--- config.mk ---
export PLATFORM = sky130hd
export DESIGN_NAME = rvc_decoder_top
export DESIGN_NICKNAME = d
export VERILOG_FILES = /design/src/hw/rvc_pkg.sv /design/src/hw/rvc_decoder_top.sv /design/src/hw/rvc_expand.sv /design/src/hw/rvc_classify.sv
export SDC_FILE = /design/constraint.sdc
export NUM_CORES = 1
export LEC_CHECK = 0
export BUFFER_PORTS_ARGS = -buffer_cell sky130_fd_sc_hd__clkbuf_2
export CELL_PAD_IN_SITES_DETAIL_PLACEMENT = 0
export CELL_PAD_IN_SITES_GLOBAL_PLACEMENT = 1
export CORE_MARGIN = 2
export CORE_UTILIZATION = 40
export CTS_CLUSTER_SIZE = 30
export DETAILED_ROUTE_END_ITERATION = 8
export GPL_TIMING_DRIVEN = 0
export PLACE_DENSITY_LB_ADDON = 0.1
export RECOVER_POWER = 100
export SYNTH_ARGS = -nofsm -noshare
export SYNTH_HDL_FRONTEND = slang
export SYNTH_SLANG_ARGS = --single-unit
--- constraint.sdc ---
create_clock -name clk_i -period 2.7 [get_ports clk_i]
set_input_delay 0.54 -clock clk_i [delete_from_list [all_inputs] [get_ports clk_i]]
set_output_delay 0.54 -clock clk_i [all_outputs]
set_load 0.03 [all_outputs]
--- src/hw/rvc_pkg.sv ---
package rvc_pkg;

  ////////////////////////////////////////////////////////////////////////////
  // widths and register indices
  ////////////////////////////////////////////////////////////////////////////

  // base instruction width, RV32 only
  localparam int unsigned ILEN = 32;

  // architectural register index
  typedef logic [4:0] reg_addr_t;

  // fixed registers named by the compressed forms
  localparam reg_addr_t REG_ZERO = 5'd0;
  localparam reg_addr_t REG_RA   = 5'd1;
  localparam reg_addr_t REG_SP   = 5'd2;

  ////////////////////////////////////////////////////////////////////////////
  // encodings
  ////////////////////////////////////////////////////////////////////////////

  // major opcodes produced by the expansion
  typedef enum logic [6:0] {
    OPCODE_LOAD   = 7'h03,
    OPCODE_OPIMM  = 7'h13,
    OPCODE_STORE  = 7'h23,
    OPCODE_OP     = 7'h33,
    OPCODE_LUI    = 7'h37,
    OPCODE_BRANCH = 7'h63,
    OPCODE_JALR   = 7'h67,
    OPCODE_JAL    = 7'h6f,
    OPCODE_SYSTEM = 7'h73
  } opcode_e;

  // compressed operation picked by stage 1
  // hints share the code of their base form
  typedef enum logic [4:0] {
    // quadrant 0
    C_ADDI4SPN, C_LW, C_SW,
    // quadrant 1
    C_ADDI, C_JAL, C_J, C_LI, C_ADDI16SP, C_LUI,
    C_SRLI, C_SRAI, C_ANDI, C_SUB, C_XOR, C_OR, C_AND,
    C_BEQZ, C_BNEZ,
    // quadrant 2
    C_SLLI, C_LWSP, C_JR, C_MV, C_EBREAK, C_JALR, C_ADD, C_SWSP,
    // reserved or illegal 16-bit encoding
    C_ILLEGAL,
    // 32-bit word, bits 1:0 equal 11
    C_FULL
  } c_op_e;

  // ebreak, funct12 001 with zero registers on the system opcode
  localparam logic [ILEN-1:0] EBREAK_WORD =
    {12'h001, REG_ZERO, 3'b000, REG_ZERO, OPCODE_SYSTEM};

endpackage
--- src/hw/rvc_decoder_top.sv ---
`timescale 1ns/1ps

module rvc_decoder_top (
  input  logic                     clk_i,
  input  logic                     rst_n_i,
  input  logic                     valid_i,
  input  logic [rvc_pkg::ILEN-1:0] instr_i,
  output logic [rvc_pkg::ILEN-1:0] instr_o,
  output logic                     is_compressed_o,
  output logic                     illegal_instr_o,
  output logic                     valid_o
);

  import rvc_pkg::*;

  // stage 1 to stage 2
  logic            s1_valid;
  logic [ILEN-1:0] s1_instr;
  c_op_e           s1_op;

  // classify the raw word
  rvc_classify u_classify (
    .clk_i   (clk_i),
    .rst_n_i (rst_n_i),
    .valid_i (valid_i),
    .instr_i (instr_i),
    .valid_o (s1_valid),
    .instr_o (s1_instr),
    .op_o    (s1_op)
  );

  // build the 32-bit word and flags
  rvc_expand u_expand (
    .clk_i           (clk_i),
    .rst_n_i         (rst_n_i),
    .valid_i         (s1_valid),
    .instr_i         (s1_instr),
    .op_i            (s1_op),
    .valid_o         (valid_o),
    .is_compressed_o (is_compressed_o),
    .illegal_instr_o (illegal_instr_o),
    .instr_o         (instr_o)
  );

endmodule

--- src/hw/rvc_expand.sv ---
`timescale 1ns/1ps

module rvc_expand (
  input  logic                     clk_i,
  input  logic                     rst_n_i,
  input  logic                     valid_i,
  input  logic [rvc_pkg::ILEN-1:0] instr_i,
  input  rvc_pkg::c_op_e           op_i,
  output logic                     valid_o,
  output logic                     is_compressed_o,
  output logic                     illegal_instr_o,
  output logic [rvc_pkg::ILEN-1:0] instr_o
);

  import rvc_pkg::*;

  // compressed half of the word
  logic [15:0] c;

  // full register fields
  reg_addr_t rd;
  reg_addr_t rs2;
  // prime fields select x8 to x15
  reg_addr_t rs1_p;
  reg_addr_t rs2_p;
  // link register of the jal pair
  reg_addr_t jal_rd;

  logic [ILEN-1:0] instr_d;
  logic            is_compressed_d;
  logic            illegal_d;

  logic            valid_q;
  logic [ILEN-1:0] instr_q;
  logic            is_compressed_q;
  logic            illegal_q;

  assign c      = instr_i[15:0];
  assign rd     = c[11:7];
  assign rs2    = c[6:2];
  assign rs1_p  = {2'b01, c[9:7]};
  // rd' of the C0 loads sits in the same bits as rs2'
  assign rs2_p  = {2'b01, c[4:2]};
  assign jal_rd = (op_i == C_JAL) ? REG_RA : REG_ZERO;

  ////////////////////////////////////////////////////////////////////////////
  // expansion
  ////////////////////////////////////////////////////////////////////////////

  always_comb begin
    instr_d = '0;
    case (op_i)
      // addi rd', x2, nzuimm scaled by 4
      C_ADDI4SPN: begin
        instr_d = {2'b00, c[10:7], c[12:11], c[5], c[6], 2'b00,
                   REG_SP, 3'b000, rs2_p, OPCODE_OPIMM};
      end
      // lw rd', offset(rs1')
      C_LW: begin
        instr_d = {5'b0, c[5], c[12:10], c[6], 2'b00,
                   rs1_p, 3'b010, rs2_p, OPCODE_LOAD};
      end
      // sw rs2', offset(rs1'), offset split around the funct3
      C_SW: begin
        instr_d = {5'b0, c[5], c[12], rs2_p, rs1_p, 3'b010,
                   c[11:10], c[6], 2'b00, OPCODE_STORE};
      end

      // addi rd, rd, imm with sign-extended imm
      C_ADDI: begin
        instr_d = {{6{c[12]}}, c[12], c[6:2], rd, 3'b000, rd, OPCODE_OPIMM};
      end
      // jal x1 or jal x0, offset bits scattered over the word
      C_JAL, C_J: begin
        instr_d = {c[12], c[8], c[10:9], c[6], c[7], c[2], c[11], c[5:3],
                   {9{c[12]}}, jal_rd, OPCODE_JAL};
      end
      // addi rd, x0, imm
      C_LI: begin
        instr_d = {{6{c[12]}}, c[12], c[6:2], REG_ZERO, 3'b000, rd, OPCODE_OPIMM};
      end
      // addi x2, x2, nzimm scaled by 16
      C_ADDI16SP: begin
        instr_d = {{3{c[12]}}, c[4:3], c[5], c[2], c[6], 4'b0,
                   REG_SP, 3'b000, REG_SP, OPCODE_OPIMM};
      end
      // lui rd, nzimm sign-extended from bit 17
      C_LUI: begin
        instr_d = {{15{c[12]}}, c[6:2], rd, OPCODE_LUI};
      end
      // srli and srai differ only in bit 30, taken from c[10]
      C_SRLI, C_SRAI: begin
        instr_d = {1'b0, c[10], 5'b0, c[6:2], rs1_p, 3'b101, rs1_p, OPCODE_OPIMM};
      end
      C_ANDI: begin
        instr_d = {{6{c[12]}}, c[12], c[6:2], rs1_p, 3'b111, rs1_p, OPCODE_OPIMM};
      end

      // register-register forms on the prime registers
      C_SUB: begin
        instr_d = {7'b0100000, rs2_p, rs1_p, 3'b000, rs1_p, OPCODE_OP};
      end
      C_XOR: begin
        instr_d = {7'b0, rs2_p, rs1_p, 3'b100, rs1_p, OPCODE_OP};
      end
      C_OR: begin
        instr_d = {7'b0, rs2_p, rs1_p, 3'b110, rs1_p, OPCODE_OP};
      end
      C_AND: begin
        instr_d = {7'b0, rs2_p, rs1_p, 3'b111, rs1_p, OPCODE_OP};
      end
      // beq or bne against x0, c[13] picks the funct3
      C_BEQZ, C_BNEZ: begin
        instr_d = {{4{c[12]}}, c[6:5], c[2], REG_ZERO, rs1_p, 2'b00, c[13],
                   c[11:10], c[4:3], c[12], OPCODE_BRANCH};
      end

      // slli rd, rd, shamt
      C_SLLI: begin
        instr_d = {7'b0, c[6:2], rd, 3'b001, rd, OPCODE_OPIMM};
      end
      // lw rd, offset(x2)
      C_LWSP: begin
        instr_d = {4'b0, c[3:2], c[12], c[6:4], 2'b00,
                   REG_SP, 3'b010, rd, OPCODE_LOAD};
      end
      // jalr x0, 0(rs1)
      C_JR: begin
        instr_d = {12'b0, rd, 3'b000, REG_ZERO, OPCODE_JALR};
      end
      // add rd, x0, rs2
      C_MV: begin
        instr_d = {7'b0, rs2, REG_ZERO, 3'b000, rd, OPCODE_OP};
      end
      C_EBREAK: begin
        instr_d = EBREAK_WORD;
      end
      // jalr x1, 0(rs1)
      C_JALR: begin
        instr_d = {12'b0, rd, 3'b000, REG_RA, OPCODE_JALR};
      end
      // add rd, rd, rs2
      C_ADD: begin
        instr_d = {7'b0, rs2, rd, 3'b000, rd, OPCODE_OP};
      end
      // sw rs2, offset(x2)
      C_SWSP: begin
        instr_d = {4'b0, c[8:7], c[12], rs2, REG_SP, 3'b010,
                   c[11:9], 2'b00, OPCODE_STORE};
      end

      // 32-bit word goes through untouched
      C_FULL: begin
        instr_d = instr_i;
      end
      // illegal encodings leave the word at zero
      default: begin
        instr_d = '0;
      end
    endcase
  end

  // legality was settled in stage 1
  assign is_compressed_d = (op_i != C_FULL);
  assign illegal_d       = (op_i == C_ILLEGAL);

  ////////////////////////////////////////////////////////////////////////////
  // output register
  ////////////////////////////////////////////////////////////////////////////

  always_ff @(posedge clk_i) begin
    if (!rst_n_i) begin
      valid_q <= 1'b0;
    end else begin
      valid_q <= valid_i;
    end
  end

  always_ff @(posedge clk_i) begin
    if (valid_i) begin
      instr_q         <= instr_d;
      is_compressed_q <= is_compressed_d;
      illegal_q       <= illegal_d;
    end
  end

  assign valid_o         = valid_q;
  assign instr_o         = instr_q;
  assign is_compressed_o = is_compressed_q;
  assign illegal_instr_o = illegal_q;

endmodule

--- src/hw/rvc_classify.sv ---
`timescale 1ns/1ps

module rvc_classify (
  input  logic                     clk_i,
  input  logic                     rst_n_i,
  input  logic                     valid_i,
  input  logic [rvc_pkg::ILEN-1:0] instr_i,
  output logic                     valid_o,
  output logic [rvc_pkg::ILEN-1:0] instr_o,
  output rvc_pkg::c_op_e           op_o
);

  import rvc_pkg::*;

  // fields of the 16-bit encoding
  logic [1:0] quadrant;
  logic [2:0] funct3;
  reg_addr_t  rd;
  reg_addr_t  rs2;
  logic       nzimm_zero;

  c_op_e           op_d;
  c_op_e           op_q;
  logic            valid_q;
  logic [ILEN-1:0] instr_q;

  assign quadrant = instr_i[1:0];
  assign funct3   = instr_i[15:13];
  // rd and rs1 share bits 11:7 in the CI and CR formats
  assign rd       = instr_i[11:7];
  assign rs2      = instr_i[6:2];

  // six-bit immediate of c.addi16sp and c.lui
  assign nzimm_zero = ({instr_i[12], instr_i[6:2]} == 6'b0);

  ////////////////////////////////////////////////////////////////////////////
  // operation decode
  ////////////////////////////////////////////////////////////////////////////

  always_comb begin
    op_d = C_ILLEGAL;
    case (quadrant)
      // quadrant 0
      2'b00: begin
        case (funct3)
          // zero nzuimm is the defined illegal instruction
          3'b000: op_d = (instr_i[12:5] == 8'b0) ? C_ILLEGAL : C_ADDI4SPN;
          3'b010: op_d = C_LW;
          3'b110: op_d = C_SW;
          // 100 reserved, fp loads and stores have no unit behind them
          default: op_d = C_ILLEGAL;
        endcase
      end

      // quadrant 1
      2'b01: begin
        case (funct3)
          // c.nop is a hint of c.addi
          3'b000: op_d = C_ADDI;
          3'b001: op_d = C_JAL;
          3'b010: op_d = C_LI;
          3'b011: begin
            if (nzimm_zero) begin
              op_d = C_ILLEGAL;
            end else if (rd == REG_SP) begin
              op_d = C_ADDI16SP;
            end else begin
              // rd zero is a hint and still expands
              op_d = C_LUI;
            end
          end
          3'b100: begin
            case (instr_i[11:10])
              // shamt[5] set is reserved on RV32
              2'b00: op_d = instr_i[12] ? C_ILLEGAL : C_SRLI;
              2'b01: op_d = instr_i[12] ? C_ILLEGAL : C_SRAI;
              2'b10: op_d = C_ANDI;
              default: begin
                case ({instr_i[12], instr_i[6:5]})
                  3'b000: op_d = C_SUB;
                  3'b001: op_d = C_XOR;
                  3'b010: op_d = C_OR;
                  3'b011: op_d = C_AND;
                  // c.subw, c.addw and the reserved pair
                  default: op_d = C_ILLEGAL;
                endcase
              end
            endcase
          end
          3'b101: op_d = C_J;
          3'b110: op_d = C_BEQZ;
          default: op_d = C_BNEZ;
        endcase
      end

      // quadrant 2
      2'b10: begin
        case (funct3)
          3'b000: op_d = instr_i[12] ? C_ILLEGAL : C_SLLI;
          // lwsp into x0 is reserved
          3'b010: op_d = (rd == REG_ZERO) ? C_ILLEGAL : C_LWSP;
          3'b100: begin
            if (!instr_i[12]) begin
              if (rs2 == REG_ZERO) begin
                op_d = (rd == REG_ZERO) ? C_ILLEGAL : C_JR;
              end else begin
                op_d = C_MV;
              end
            end else begin
              if (rs2 == REG_ZERO) begin
                op_d = (rd == REG_ZERO) ? C_EBREAK : C_JALR;
              end else begin
                op_d = C_ADD;
              end
            end
          end
          3'b110: op_d = C_SWSP;
          // stack-pointer fp forms
          default: op_d = C_ILLEGAL;
        endcase
      end

      // uncompressed word
      default: op_d = C_FULL;
    endcase
  end

  ////////////////////////////////////////////////////////////////////////////
  // stage register
  ////////////////////////////////////////////////////////////////////////////

  always_ff @(posedge clk_i) begin
    if (!rst_n_i) begin
      valid_q <= 1'b0;
    end else begin
      valid_q <= valid_i;
    end
  end

  // word and code only move with a valid item
  always_ff @(posedge clk_i) begin
    if (valid_i) begin
      instr_q <= instr_i;
      op_q    <= op_d;
    end
  end

  assign valid_o = valid_q;
  assign instr_o = instr_q;
  assign op_o    = op_q;

endmodule

==> qor.yml, run 1 <==
status:
  run_status: "finished with violations"
  violations: "max-capacitance violations, max-slew violations"
grt:
  grt_start_max_net_pins: 39
  grt.total_usage_pct: 28.1
  grt_first_pass_wirelength_um: 24000
  grt_pass1_vias: 3950
  grt-ovfl-total: 0
  antenna_found_initial: 1
pwr:
  peakVddDrop_uv: 301
  p_leak_nw: 1.71
  clockPowerShare_pct: 27.3
  finalPower_w: 0.00303
  swShare_pct: 36.1
  combPwrFrac_pct: 25.7
  p_int_w: 0.00194
  power_density_nw_per_um2: 611
  p_seq_share_pct: 47.0
  switchingPower_w: 0.00109
cells_and_area:
  fin_nets: 558
  post-route-util_pct: 46.4
  drive_above_1_share_pct: 11.0
  syn_to_final_growth_pct: 14.5
  layout_common_cells: "clkbuf_1 (71), edfxtp_1 (71), a21oi_1 (36), nand2_1 (32), nor2_1 (30)"
  antennaDiodeCount: 0
drt:
  vias: 4178
  vias_per_cell: 6.28
  drcViolationCount: 0
  drt-total-wl_um: 16100
  drt_iter0_drc: 412
  wl_per_cell_um: 24.1
  dr.pass1.iters: 7
  antenna_left: 0
synthesis:
  avgSynthCellArea_sq_um: 9.86
  synth-edff-count: 71
  synth_area_leaders: "edfxtp_1 (49%), a21oi_1 (4.2%), nand2_1 (2.8%)"
  syn-num-nets: 478
  yosys.cell_types.count: 65
  async_flop_share_pct: 0
  synth.yosys.seq_area_share_pct: 50.0
  synth-seq-cells: 73
  ys_warn_count: 0
  synth_top_area_share_pct: 49.1
  syn_inst: 440
  yosysTopAreaCell: "edfxtp_1"
  ys.flop_type: "edfxtp_1"
  syn-cell-area_sq_um: 4340
sta:
  min_period_over_period_pct: 89.7
  period_needed_ns: 2.42
  hold_viol: 0
  finClkSkew_ns: 0.0125
  finalSetupViolCount: 0
  grt_setup_unrepaired: "false"
  slew_violations: 75
  fin_setup_tns_ns: 0
  timing.fmax_mhz: 413
  tightest_slew_ns: 2.08
  slew_headroom_pct: -38.7
die:
  die_area_sq_um: 11700
  rows: 38
  initial_core_util_pct: 40.6
  die_h_um: 108
  top_level_ports: 70
  die_x_um: 108
  fp.coreArea_sq_um: 10700
cts:
  clk_pin_slew_ns: 0.09
  cts_root_buf: "clkbuf_8"
  cts_tree: "done"
  cts_resized: 0
  clock_sinks: 73
  clkLatencyLatePin_ns: 0.37
  max-clock-path-buffers: 2
  hold_buffers: 0
  htree_levels: 3
  cts_setup_buffers: 0
  cts_made_buffers: 9
setup_path:
  critical_path_arrival_ns: 2.50
  crit_fanout: 10
  worstSetupPathType: "reg -> reg"
  required_ns: 2.78
  critPathCaptureType: "register"
  start_kind: "register"
placement:
  portBuffers: 69
  gp_congestion: 0.976
  dp_hpwl_um: 11500
worst_hold_path:
  worstHoldPathType: "in -> reg"
run:
  maxCapViolations: 2
-- worst max-delay path, stage by stage, from the launching register on --
cell and delay [ns]:
edfxtp_1 0.33, buf_2 0.22, clkbuf_1 0.43, clkbuf_1 0.55, o21ai_0 0.19, o211a_1 0.17
o31ai_1 0.07, o211ai_1 0.17
-- sequential cells by signal, indices dropped and copies added (netlist names) --
name / cells
u_classify.instr_o: 32
u_classify.op_o: 5
u_classify.valid_o: 1
u_expand.illegal_instr_o: 1
u_expand.instr_o: 32
u_expand.is_compressed_o: 1
u_expand.valid_o: 1
-- cell families (layout without fill, tap and decap cells) --
kind of cell,Yosys count,in the layout,share of synthesized area [%]
buffers and inverters,57,142,5.59
XOR/XNOR,2,2,0.404
adder cells (fa/ha/maj),3,3,0.865
AND/OR/NAND/NOR,142,142,16.7
flip-flops,73,73,50.0
AO/OA/AOI/OAI,159,159,25.4
multiplexers,4,4,0.980
-- per-layer routing --
metal | GRT usage (%) | wire [um] | vias to the layer above
met5 | 0 | 0 | -
met4 | 14.0 | 779 | 0
met3 | 6.69 | 1470 | 57
met2 | 44.0 | 7340 | 260
met1 | 36.4 | 6470 | 2010
li1 | - | - | 1851
-- metrics by stage --
| stage | hold slack, ns | instances | area, sq um | worst slack [ns] |
|---|---|---|---|---|
| after global placement | 0.531 | 649 | 4860 | 0.262 |
| after CTS | 0.327 | 665 | 5050 | 0.358 |
| final | 0.339 | 665 | 4970 | 0.279 |
| after floorplan | 0.508 | 440 | 4340 | 0.660 |
| after global routing | 0.324 | 665 | 4970 | 0.218 |
| after detailed placement | 0.529 | 649 | 4860 | 0.290 |
-- synthesized netlist by cell type, types with 4 or more instances --
| cell | number |
|---|---|
| a21o_1 | 4 |
| a21oi_1 | 36 |
| a221o_1 | 7 |
| a221oi_1 | 5 |
| a22oi_1 | 11 |
| a31oi_1 | 7 |
| a32oi_1 | 4 |
| and2_1 | 6 |
| and3_1 | 5 |
| buf_1 | 5 |
| buf_2 | 20 |
| clkbuf_1 | 14 |
| edfxtp_1 | 71 |
| inv_1 | 15 |
| nand2_1 | 32 |
| nand2b_1 | 9 |
| nand3_1 | 16 |
| nor2_1 | 30 |
| nor2b_1 | 13 |
| nor3_1 | 12 |
| o211ai_1 | 4 |
| o21a_1 | 5 |
| o21ai_0 | 16 |
| o21ai_1 | 18 |
| o22ai_1 | 4 |
| o31ai_1 | 6 |
| or3_1 | 6 |
-- layout make-up --
cell class                      instances  area (sq um)
Multi-Input combinational cell        310          1920
Clock buffer                            9           124
Tap cell                              140           175
Sequential cell                        73          2170
Inverter                               17          63.8
Clock inverter                          7          61.3
Fill cell                            1087          5730
Buffer                                 40           175
Timing Repair Buffer                   69           279
-- path summary, 6_finish.rpt --
path | from | end | slack, ns | cells after the start
setup / recovery | u_classify.op_o[0]$_DFFE_PP_ | u_expand.instr_o[23]$_DFFE_PP_ | 0.28 | 7
setup reg to reg | u_classify.op_o[0]$_DFFE_PP_ | u_expand.instr_o[23]$_DFFE_PP_ | 0.28 | 7
hold / removal | instr_i[19] | u_classify.instr_o[19]$_DFFE_PP_ | 0.34 | 1
hold reg to reg | u_classify.instr_o[30]$_DFFE_PP_ | u_expand.instr_o[30]$_DFFE_PP_ | 0.54 | 2
-- power by group through the flow --
stage	clock network, W	registers, W	logic, W
after CTS	0.000847	0.00142	0.000779
after global placement	0	0.00145	0.000788
after detailed placement	0	0.00145	0.000776
after global routing	0.000886	0.00144	0.000827
final	0.000827	0.00143	0.000780
after floorplan	0	0.00152	0.000405
Note: power is estimated with default switching activity, not from simulation.
==> run 2: changes to the inputs <==
--- a/config.mk
+++ b/config.mk
@@ -15,6 +15,7 @@
 export GPL_TIMING_DRIVEN = 0
 export PLACE_DENSITY_LB_ADDON = 0.1
 export RECOVER_POWER = 100
+export SETUP_SLACK_MARGIN = 0.3
 export SYNTH_ARGS = -nofsm -noshare
 export SYNTH_HDL_FRONTEND = slang
 export SYNTH_SLANG_ARGS = --single-unit
==> qor.yml, run 2 (same netlist as run 1, synthesis figures left out) <==
grt:
  grt.total_usage_pct: 28.1  # unchanged
  grt_pass1_vias: 3950  # unchanged
  grt_first_pass_wirelength_um: 24000  # unchanged
  grt_start_max_net_pins: 39  # unchanged
  grt-ovfl-total: 0  # unchanged
  antenna_found_initial: 0  # was 1
cells_and_area:
  layout_common_cells: "clkbuf_1 (71), edfxtp_1 (71), a21oi_1 (36), nand2_1 (32), nor2_1 (30)"  # unchanged
  n_fill_cell: 1087  # unchanged
  multi_input_area_sq_um: 1920  # unchanged
  post-route-util_pct: 46.4  # unchanged
  syn_to_final_growth_pct: 14.5  # unchanged
  fin_nets: 558  # unchanged
  drive_above_1_share_pct: 11.0  # unchanged
  seqCellArea_sq_um: 2170  # unchanged
  antennaDiodeCount: 0  # unchanged
cts:
  cts_tree: "done"  # unchanged
  cts_root_buf: "clkbuf_8"  # unchanged
  htree_levels: 3  # unchanged
  max-clock-path-buffers: 2  # unchanged
  cts_made_buffers: 9  # unchanged
  clkLatencyLatePin_ns: 0.37  # about the same
  clk_pin_slew_ns: 0.09  # about the same
  clock_sinks: 73  # unchanged
die:
  die_area_sq_um: 11700  # unchanged
  top_level_ports: 70  # unchanged
  die_x_um: 108  # unchanged
  fp.coreArea_sq_um: 10700  # unchanged
  rows: 38  # unchanged
  initial_core_util_pct: 40.6  # unchanged
  die_h_um: 108  # unchanged
setup_path:
  required_ns: 2.78  # about the same
  startpoint: "u_classify.op_o[0]$_DFFE_PP_"  # unchanged
  start_kind: "register"  # unchanged
  reg2reg_from: "u_classify.op_o[0]$_DFFE_PP_"  # unchanged
  worstSetupPathType: "reg -> reg"  # unchanged
  critical_path_arrival_ns: 2.51  # was 2.50 ns
  crit_fanout: 10  # unchanged
  critPathCaptureType: "register"  # unchanged
  rrSetupSlack_ns: 0.27  # was 0.28 ns
drt:
  drcViolationCount: 0  # unchanged
  dr.pass1.iters: 7  # unchanged
  drt_iter0_drc: 439  # was 412
  vias: 4198  # was 4,178
  antenna_left: 0  # unchanged
  wl_per_cell_um: 24.2  # was 24.1 um
  vias_per_cell: 6.31  # was 6.28
  drt-total-wl_um: 16100  # about the same
worst_hold_path:
  worstHoldPathType: "in -> reg"  # unchanged
  min_from: "instr_i[19]"  # unchanged
sta:
  fin_setup_tns_ns: 0  # unchanged
  period_needed_ns: 2.43  # was 2.42 ns
  min_period_over_period_pct: 89.9  # was 89.7%
  finalSetupViolCount: 0  # unchanged
  finClkSkew_ns: 0.0118  # was 0.0125 ns
  timing.fmax_mhz: 412  # was 413 MHz
  holdWs_ns: 0.341  # was 0.339 ns
  grt_setup_unrepaired: "false"  # unchanged
  slew_headroom_pct: -36.8  # was -38.7%
  tightest_slew_ns: 2.05  # was 2.08 ns
  hold_viol: 0  # unchanged
  slew_violations: 75  # unchanged
pwr:
  finalPower_w: 0.00303  # about the same
  power_density_nw_per_um2: 610  # was 611 nW/um^2
  peakVddDrop_uv: 301  # about the same
  p_leak_nw: 1.71  # about the same
placement:
  dp_hpwl_um: 11500  # unchanged
  portBuffers: 69  # unchanged
  gp_congestion: 0.976  # unchanged
status:
  run_status: "finished with violations"  # unchanged
  violations: "max-capacitance violations, max-slew violations"  # unchanged
run:
  maxCapViolations: 2  # unchanged
[run 2: cell counts in the layout (fill, tap and decap cells not counted)]
No cell type changed its count.
[run 2: worst paths after layout]
check | depth (start not counted) | end
setup reg to reg | 7 | u_expand.instr_o[23]$_DFFE_PP_
hold / removal | 1 | u_classify.instr_o[19]$_DFFE_PP_
setup / recovery | 7 | u_expand.instr_o[23]$_DFFE_PP_
hold reg to reg | 2 | u_expand.instr_o[30]$_DFFE_PP_
[run 2: area by class of cell]
| type | instances | area share (%) |
|---|---|---|
| timing repair buffer | 69 | 5.62 |
| clock buffer | 9 | 2.49 |
| inverter | 17 | 1.28 |
| sequential | 73 | 43.7 |
| clock inverter | 7 | 1.23 |
| tap | 140 | 3.53 |
| buffer | 40 | 3.53 |
| multi-input combinational | 310 | 38.6 |
[run 2: power breakdown]
group	leakage [nW]	internal (W)	switching [W]
logic	0.937	0.000225	0.000557
registers	0.682	0.00137	0.0000608
clock network	0.0884	0.000349	0.000475
[run 2: metrics by stage]
| step | worst slack (ns) | area [sq um] | std cells |
|---|---|---|---|
| after floorplan | 0.660 | 4340 | 440 |
| after detailed placement | 0.290 | 4860 | 649 |
| after global routing | 0.218 | 4970 | 665 |
| after global placement | 0.262 | 4860 | 649 |
| after CTS | 0.358 | 5050 | 665 |
| final | 0.272 | 4970 | 665 |
[run 2: repair_timing]
action / CTS / global route
buffers inserted: 0 / 0
hold buffers: 0 / 0
gates resized for setup: 0 / 4
setup endpoints to repair: 0 / 2
[run 2: critical path, stage by stage, from the launching register on]
cell,delay [ns]
edfxtp_1,0.33
buf_2,0.22
clkbuf_1,0.44
clkbuf_1,0.55
o21ai_0,0.19
o211a_1,0.17
o31ai_1,0.07
o211ai_1,0.17
[run 2: layer usage]
metal	up-vias	wire [um]	GRT usage, %
met1	2007	6490	36.4
li1	1853	-	-
met3	56	1450	6.69
met5	-	0	0
met2	282	7330	44.0
met4	0	801	14.0
